[src/aexm_cache_pkg.sv]
package aexm_cache_pkg;

  // -------------------
  // geometry
  // -------------------
  localparam int CACHE_IDX_W = 8;
  localparam int TLB_IDX_W   = 8;
  localparam int PTAG_W      = 22;
  localparam int VTAG_W      = 14;

  // -------------------
  // cpu side
  // -------------------
  typedef struct packed {
    logic [31:0] addr;
    logic [31:0] wdata;
    logic        we;
    logic        uncached;
    logic        vmem;
  } cpu_req_t;

  typedef struct packed {
    logic [31:0] rdata;
    logic        fault;
  } cpu_rsp_t;

  // tlb entry, both tags cover address bits 31..18
  typedef struct packed {
    logic [VTAG_W-1:0] vtag;
    logic [VTAG_W-1:0] ptag;
  } tlb_entry_t;

  typedef struct packed {
    logic [TLB_IDX_W-1:0] idx;
    tlb_entry_t           entry;
  } tlb_wr_t;

  // word addressed memory request
  typedef struct packed {
    logic [29:0] addr;
    logic [31:0] wdata;
    logic        we;
  } mem_req_t;

  typedef struct packed {
    logic              valid;
    logic [PTAG_W-1:0] ptag;
  } tag_entry_t;

  // -------------------
  // stage results
  // -------------------
  typedef struct packed {
    cpu_req_t    req;
    logic [31:0] paddr;
    logic        fault;
  } xlat_t;

  typedef struct packed {
    xlat_t       xlat;
    logic        hit;
    logic [31:0] data;
  } exec_t;

endpackage

[src/mem_refill.sv]
module mem_refill (
  input  logic                                      CPU_CLK,
  input  logic                                      RST,
  input  logic                                      xlat_valid,
  input  logic                                      exec_valid,
  input  aexm_cache_pkg::exec_t                      exec,
  output logic                                      fill_valid,
  output logic [aexm_cache_pkg::CACHE_IDX_W-1:0]     fill_index,
  output logic [31:0]                               fill_data,
  output logic                                      tag_wr_valid,
  output logic [aexm_cache_pkg::CACHE_IDX_W-2:0]     tag_wr_index,
  output aexm_cache_pkg::tag_entry_t                 tag_wr,
  output logic                                      mem_req_valid,
  output aexm_cache_pkg::mem_req_t                   mem_req,
  input  logic                                      mem_ack,
  input  logic [31:0]                               mem_rdata,
  output logic                                      rsp_valid,
  output aexm_cache_pkg::cpu_rsp_t                   rsp,
  output logic                                      busy
);

  import aexm_cache_pkg::*;

  typedef enum logic [2:0] {
    S_SWEEP,
    S_IDLE,
    S_REFILL,
    S_WRITE,
    S_UNC,
    S_RESP
  } state_t;

  state_t                 state;
  logic [CACHE_IDX_W-2:0] sweep_cnt;
  logic                   beat;
  logic                   busy_q;
  exec_t                  op;
  logic [31:0]            rdata_q;
  logic                   imm;
  logic                   start;
  logic                   ack;

  // faults and cached read hits answer without memory
  assign imm   = exec.xlat.fault
                 || (!exec.xlat.req.we && !exec.xlat.req.uncached && exec.hit);
  assign start = (state == S_IDLE) && exec_valid && !imm;
  assign ack   = mem_req_valid && mem_ack;

  // -------------------
  // control
  // -------------------
  always_ff @(posedge CPU_CLK)
  begin
    if (!RST)
    begin
      state         <= S_SWEEP;
      sweep_cnt     <= '0;
      beat          <= 1'b0;
      busy_q        <= 1'b0;
      mem_req_valid <= 1'b0;
    end
    else
    begin
      case (state)
        S_SWEEP:
        begin
          sweep_cnt <= sweep_cnt + 1'b1;
          busy_q    <= !(&sweep_cnt);
          if (&sweep_cnt)
          begin
            state <= S_IDLE;
          end
        end
        S_IDLE:
        begin
          busy_q <= start;
          if (start)
          begin
            mem_req_valid <= 1'b1;
            beat          <= 1'b0;
            if (exec.xlat.req.we)
              state <= S_WRITE;
            else if (exec.xlat.req.uncached)
              state <= S_UNC;
            else
              state <= S_REFILL;
          end
        end
        S_REFILL:
        begin
          if (ack)
          begin
            mem_req_valid <= 1'b0;
            beat          <= 1'b1;
            if (beat)
            begin
              busy_q <= 1'b0;
              state  <= S_RESP;
            end
          end
          else if (!mem_req_valid)
          begin
            // line partner goes out one cycle after the first ack
            mem_req_valid <= 1'b1;
          end
        end
        S_WRITE, S_UNC:
        begin
          if (ack)
          begin
            mem_req_valid <= 1'b0;
            busy_q        <= 1'b0;
            state         <= S_RESP;
          end
        end
        S_RESP:
        begin
          state <= S_IDLE;
        end
        default:
        begin
          state <= S_IDLE;
        end
      endcase
    end
  end

  // -------------------
  // payload
  // -------------------
  always_ff @(posedge CPU_CLK)
  begin
    if (start)
    begin
      op            <= exec;
      mem_req.addr  <= exec.xlat.paddr[31:2];
      mem_req.wdata <= exec.xlat.req.wdata;
      mem_req.we    <= exec.xlat.req.we;
    end
    else if (ack && (state == S_REFILL) && !beat)
    begin
      mem_req.addr[0] <= ~mem_req.addr[0];
    end
    // requested word is always the first one back
    if (ack && (((state == S_REFILL) && !beat) || (state == S_UNC)))
    begin
      rdata_q <= mem_rdata;
    end
  end

  // refill words, and write-through hits
  assign fill_valid = ack && ((state == S_REFILL) || ((state == S_WRITE) && op.hit));
  assign fill_index = mem_req.addr[CACHE_IDX_W-1:0];
  assign fill_data  = (state == S_WRITE) ? mem_req.wdata : mem_rdata;

  // tag goes in with the second refill word
  assign tag_wr_valid = (state == S_SWEEP) || (ack && (state == S_REFILL) && beat);
  assign tag_wr_index = (state == S_SWEEP) ? sweep_cnt : mem_req.addr[CACHE_IDX_W-1:1];
  assign tag_wr.valid = (state != S_SWEEP);
  assign tag_wr.ptag  = op.xlat.paddr[31:10];

  // -------------------
  // response
  // -------------------
  assign rsp_valid = (state == S_RESP) || ((state == S_IDLE) && exec_valid && imm);

  always_comb
  begin
    if (state == S_RESP)
    begin
      rsp.rdata = rdata_q;
      rsp.fault = 1'b0;
    end
    else
    begin
      rsp.rdata = exec.xlat.fault ? '0 : exec.data;
      rsp.fault = exec.xlat.fault;
    end
  end

  // covers the two cycles before the request reaches this stage
  assign busy = busy_q || xlat_valid || (exec_valid && !rsp_valid);

  a_mem_req_stable: assert property (
    @(posedge CPU_CLK) disable iff (!RST)
    (mem_req_valid && !mem_ack) |=> (mem_req_valid && $stable(mem_req)));

endmodule

[config.mk]
export PLATFORM = sky130hd
export DESIGN_NAME = mem_refill
export DESIGN_NICKNAME = d
export VERILOG_FILES = /design/src/aexm_cache_pkg.sv /design/src/mem_refill.sv
export SDC_FILE = /design/constraint.sdc
export NUM_CORES = 1
export LEC_CHECK = 0
export BUFFER_PORTS_ARGS = -buffer_cell sky130_fd_sc_hd__buf_2
export CAP_MARGIN = 40
export CORE_AREA = 4 4 129 131
export CTS_CLUSTER_DIAMETER = 150
export DETAILED_ROUTE_END_ITERATION = 10
export DIE_AREA = 0 0 133 135
export GPL_TIMING_DRIVEN = 0
export PLACE_DENSITY = 0.65
export SETUP_SLACK_MARGIN = 0.2
export SLEW_MARGIN = 20
export SYNTH_ARGS = -nofsm -noshare
export SYNTH_HDL_FRONTEND = slang
export SYNTH_SLANG_ARGS = --single-unit
export TNS_END_PERCENT = 30
[constraint.sdc]
create_clock -name CPU_CLK -period 8.95 [get_ports CPU_CLK]
set_clock_uncertainty 0.15 [all_clocks]
set_input_delay 0.895 -clock CPU_CLK [delete_from_list [all_inputs] [get_ports CPU_CLK]]
set_output_delay 0.895 -clock CPU_CLK [all_outputs]
set_load 0.005 [all_outputs]
# After elaboration in Yosys (flattened, before gate mapping)
# Index checks and enable logic that the tools add are counted.
[word_totals]
reg_bits = 141
input_bits = 170
word_cells = 87
[classes]
bitwise_logic = 1
n_addsub = 1
eq_ne = 10
n_mux = 24
n_reduce_logical = 39
[op_table]
columns = ["cell", "n"]
rows = [
  ["32-bit two-way mux", 2],
  ["33-bit two-way mux", 1],
  ["3-bit two-way mux", 7],
  ["1-bit logical AND", 14],
  ["3-bit one-hot mux with 4 select lines", 1],
  ["2-bit != test (second input constant)", 5],
  ["1-bit two-way mux", 9],
  ["7-bit by 1-bit adder with 7-bit output (second input constant)", 1],
  ["1-bit logical OR", 7],
  ["7-bit two-way mux", 1],
  ["7-bit AND reduction", 1],
  ["3-bit by 2-bit == test with 1-bit output (second input constant)", 2],
  ["3-bit == test (second input constant)", 2],
  ["1-bit logical NOT", 6],
  ["3-bit AND reduction", 2],
  ["3-bit nonzero test", 2],
  ["5-bit AND reduction", 1],
  ["1-bit one-hot mux with 4 select lines", 1],
  ["4-bit AND reduction", 1],
  ["2-bit nonzero test", 2],
  ["4-bit nonzero test", 1],
  ["3-bit by 1-bit == test with 1-bit output (second input constant)", 1],
  ["3-bit logical NOT", 1],
  ["1-bit one-hot mux with 3 select lines", 1],
  ["3 further kinds", 3],
]

# Depth between registers and ports, before layout
[depth]
depth_word = 9
mapped_depth = 6

# Worst setup path after synthesis
# Ideal clock, no wire load.
[synth_path]
kind = "input port to flip-flop"
from = "in exec[32] in the netlist's numbering"
to = "reg state[0]"
path_slack_ns = 3.259
t_arrival_ns = 5.214
setup_ns = 0.327
required_time_ns = 8.473
stages = 3
n_path_buf = 0
path_cell_list = "nor3b_1 -> nor4_2 -> a221oi_1"
[synth_between]
elab_chain_len = 6
[synth_rtl]
columns = ["element", "line_no", "rtl"]
rows = [
  ["start, declared", "mem_refill.sv:6", "input aexm_cache_pkg::exec_t exec,"],
  ["1-bit logical AND", "mem_refill.sv:45", "|| (!exec.xlat.req.we && !exec.xlat.req.uncached && exec.hit);"],
  ["1-bit logical OR", "mem_refill.sv:45", ""],
  ["1-bit logical NOT", "mem_refill.sv:46", "assign start = (state == S_IDLE) && exec_valid && !imm;"],
  ["1-bit logical AND", "mem_refill.sv:46", ""],
  ["named net start", "mem_refill.sv:40", "logic start;"],
  ["2-bit != test (no line)", "--", ""],
  ["5-bit AND reduction (no line)", "--", ""],
  ["end signal, assigned", "mem_refill.sv:56", "state <= S_SWEEP;"],
  ["end signal, assigned", "mem_refill.sv:71", "state <= S_IDLE;"],
  ["end signal, assigned", "mem_refill.sv:82", "state <= S_WRITE;"],
  ["end, declared", "mem_refill.sv:33", "state_t state;"],
]
# The timed path passes the listed nets, and every way through them passes these cells.
# A chain may end at the register's enable or synchronous reset.

# Worst setup path after layout
[layout_path]
from = "reg state[2]"
to = "out fill_data[5]"
[layout_between]
elab_chain_len = 2
[layout_rtl]
columns = ["element", "line_no", "rtl"]
rows = [
  ["3-bit by 2-bit == test with 1-bit output", "mem_refill.sv:154", "assign fill_data = (state == S_WRITE) ? mem_req.wdata : mem_rdata;"],
  ["32-bit two-way mux", "mem_refill.sv:154", ""],
  ["end, declared", "mem_refill.sv:9", "output logic [31:0] fill_data,"],
]
# Every way passes these cells.

==> impl_metrics.env <==
export IMPL_area_growth_syn_to_layout_pct=43.6
export IMPL_fin_crit_ns=3.21
export IMPL_final_area_um2=7280
export IMPL_nNetsFinal=916
export IMPL_grtUsageTotal=0.160
export IMPL_hold_path_class="register to register"
export IMPL_yosys_top_cells_count="nand2_1, edfxtp_1, buf_4, mux2_2, nand3b_1"
export IMPL_synth_seq_cells=109
export IMPL_worstPathRequired_ns=7.91
export IMPL_start_util=0.325
export IMPL_crit_path_cell_trace="buf_6 -> and2b_2 -> nand2_1 -> buf_2 -> mux2_2 -> buf_2"
export IMPL_hold_buffers=0
export IMPL_cts_repair_resize_count=0
export IMPL_worstMarginPinSlew_ns=0.551
export IMPL_place_gp_congestion=0.766
export IMPL_setup_viol=0
export IMPL_synth_area_um2=5070
export IMPL_crit_fanout=10
export IMPL_yosys_warnings=0
export IMPL_cp_endpoint="fill_data[5]"
export IMPL_slew_headroom=0.632
export IMPL_slew_violations=0
export IMPL_cts_sinks=109
export IMPL_port_buffers=305
export IMPL_initialDrtViolationCount=129
export IMPL_critPathMostFrequentCell="buf_2"
export IMPL_io_pins=341
export IMPL_async_reset_ff_frac=0
export IMPL_core_area_um2=15600
export IMPL_layout_worst_path_cycle_share=0.358
export IMPL_yosysMostFrequentCell="nand2_1"
export IMPL_wl_um=14900
export IMPL_placed_area_um2=6970
export IMPL_yosys_area_share_adder=0.00247
export IMPL_hold_violations=0
export IMPL_synthXorXnorAreaFrac=0.00691
export IMPL_crit_start="state[2]$_SDFFE_PN0P_"
export IMPL_antenna_found_initial=0
export IMPL_dr_pass1_iters=7
export IMPL_crit_path_top_delay_cell="mux2_2"
export IMPL_max_freq_mhz=312
export IMPL_r2r_setup_slack_ns=6.61
export IMPL_synth_edf_count=96
export IMPL_ant_nets=0
export IMPL_syn_nets=590
export IMPL_synthDistinctLibCells=39
export IMPL_cts_inserted_buffers=9
export IMPL_synth_compound_area_frac=0.0331
export IMPL_end_kind="output pin"
export IMPL_critPathArrivalTime_ns=2.16
export IMPL_clkLatencyLatePin_ns=0.34
export IMPL_hold_slack_ns=0.335
export IMPL_cellPowerDensity_nw_per_um2=159
export IMPL_root_buffer="clkbuf_16"
export IMPL_synth_mux_area_frac=0.0711
export IMPL_diodes=0
export IMPL_run_status="finished, final reports clean"
export IMPL_std_cell_rows=46
export IMPL_clockBufferDepth=2
export IMPL_max_cap_viol_count=0
export IMPL_synth_area_per_cell_um2=12.1
export IMPL_regToRegStartpoint="state[0]$_SDFFE_PN0P_"
export IMPL_start_kind="register"
export IMPL_die_w_um=133
export IMPL_r2r_end="mem_req[5]$_DFFE_PP_"
export IMPL_via_per_inst=4.31
export IMPL_criticalPathCategory="register to output pin"
export IMPL_die_area_um2=18000
export IMPL_fin_setup_tns_ns=0
export IMPL_drive_gt1_frac=0.579
export IMPL_peakVddDrop_uv=115
export IMPL_ff2ff_path_depth=7
export IMPL_ys_seq_area_frac=0.620
export IMPL_grt_pass1_vias=4195
export IMPL_synth_simple_area_share=0.157
export IMPL_yosys_top_cells_area="edfxtp_1, buf_4, nand2_1"
export IMPL_cts_tree="built"
export IMPL_netlist_instances=419
export IMPL_post_route_drc_count=0
export IMPL_critPathMaxStageDelay_ns=0.37
export IMPL_grt_pass1_wl_um=22400
export IMPL_clkSlewWorstSetupHoldPaths_ns=0.08
export IMPL_fp_dieH_um=135
export IMPL_grt_overflow=0
export IMPL_synth_ff_type="edfxtp_1"
export IMPL_num_vias=4164
export IMPL_synth_top_cell_by_area="edfxtp_1"
export IMPL_synthDominantCellAreaShare=0.569
export IMPL_hpwlAfterDp_um=12100
export IMPL_synth_top_family_by_area="simple AND/OR/NAND/NOR gates"
export IMPL_cts_setup_buffers=0
export IMPL_grt_max_degree=20
export IMPL_rsz0062_at_grt="false"
export IMPL_cts_max_level=3
export IMPL_power_leakage_nw=3.35
export IMPL_wl_per_cell_um=15.4
placed cells by master (no fill, tap or decap), types with 8 or more instances in the layout:
cell	instances
nand2_1	100
buf_4	65
buf_2	310
dfxtp_1	13
edfxtp_1	96
nand3b_1	32
mux2_2	32
clkbuf_1	9
clkbuf_16	9
nor2_1	8
worst max-delay path, delay by kind of cell, from the launching register on:
| kind | cells | cell delay, ns |
|---|---|---|
| buf+inv | 3 | 0.63 |
| simple gates | 2 | 0.51 |
| mux | 1 | 0.37 |
| flops | 1 | 0.32 |
state kept, by name (all words and copies together), names as in the netlist:
signal and count:
mem_req_valid 1, mem_req 55, rdata_q 32, fill_index 8, op 1, state 3
busy_q 1, sweep_cnt 7, beat 1
routing by layer:
layer,wire (um),up-vias,part of all wire,GRT usage
met5,0,-,0,0
met4,159,0,0.011,0.0473
met3,1460,12,0.098,0.0529
met2,7220,218,0.49,0.272
met1,6020,1863,0.41,0.196
li1,-,2071,-,-
cell families after synthesis:
logic type	count (synthesis)
AOI/OAI and AO/OA	26
muxes	32
buffers and inverters	84
DFF	109
xor gates and xnor gates	4
and+or+nand+nor	163
adders and majority gates	1
layout make-up:
type / instances / area, um2
clock buffers: 9 / 225
well taps: 216 / 270
flip-flops and latches: 109 / 3140
repair buffers: 315 / 1620
clock inverters: 7 / 78.8
inverters: 9 / 33.8
fillers: 1482 / 8320
plain buffers: 75 / 520
multi-input cells: 226 / 1380
metrics by stage:
step / worst slack (ns) / power (W) / cells / utilization
final: 5.74 / 0.00116 / 966 / 0.466
after global routing: 5.52 / 0.00122 / 966 / 0.466
after CTS: 5.62 / 0.00117 / 966 / 0.466
after detailed placement: 5.85 / 0.000760 / 950 / 0.447
after global placement: 0.835 / 0.000756 / 940 / 0.440
after floorplan: 3.26 / 0.000669 / 419 / -
worst min path at each step:
stage                              startpoint                   to  slack [ns]  depth (start not counted)
after global routing      busy_q$_SDFFE_PN0P_  busy_q$_SDFFE_PN0P_        0.38                          2
final                     busy_q$_SDFFE_PN0P_  busy_q$_SDFFE_PN0P_        0.33                          2
after global placement    busy_q$_SDFFE_PN0P_  busy_q$_SDFFE_PN0P_        0.32                          2
after CTS                 busy_q$_SDFFE_PN0P_  busy_q$_SDFFE_PN0P_        0.34                          2
after floorplan           busy_q$_SDFFE_PN0P_  busy_q$_SDFFE_PN0P_        0.30                          2
after detailed placement  busy_q$_SDFFE_PN0P_  busy_q$_SDFFE_PN0P_        0.33                          2
power by group:
group / switching [W] / internal, W / leakage, nW
sequential: 0.0000111 / 0.000571 / 0.972
combinational: 0.0000782 / 0.0000868 / 2.23
clock: 0.000189 / 0.000221 / 0.151
total: 0.000278 / 0.000879 / 3.35
No activity file was read; power rests on OpenSTA's default activity.
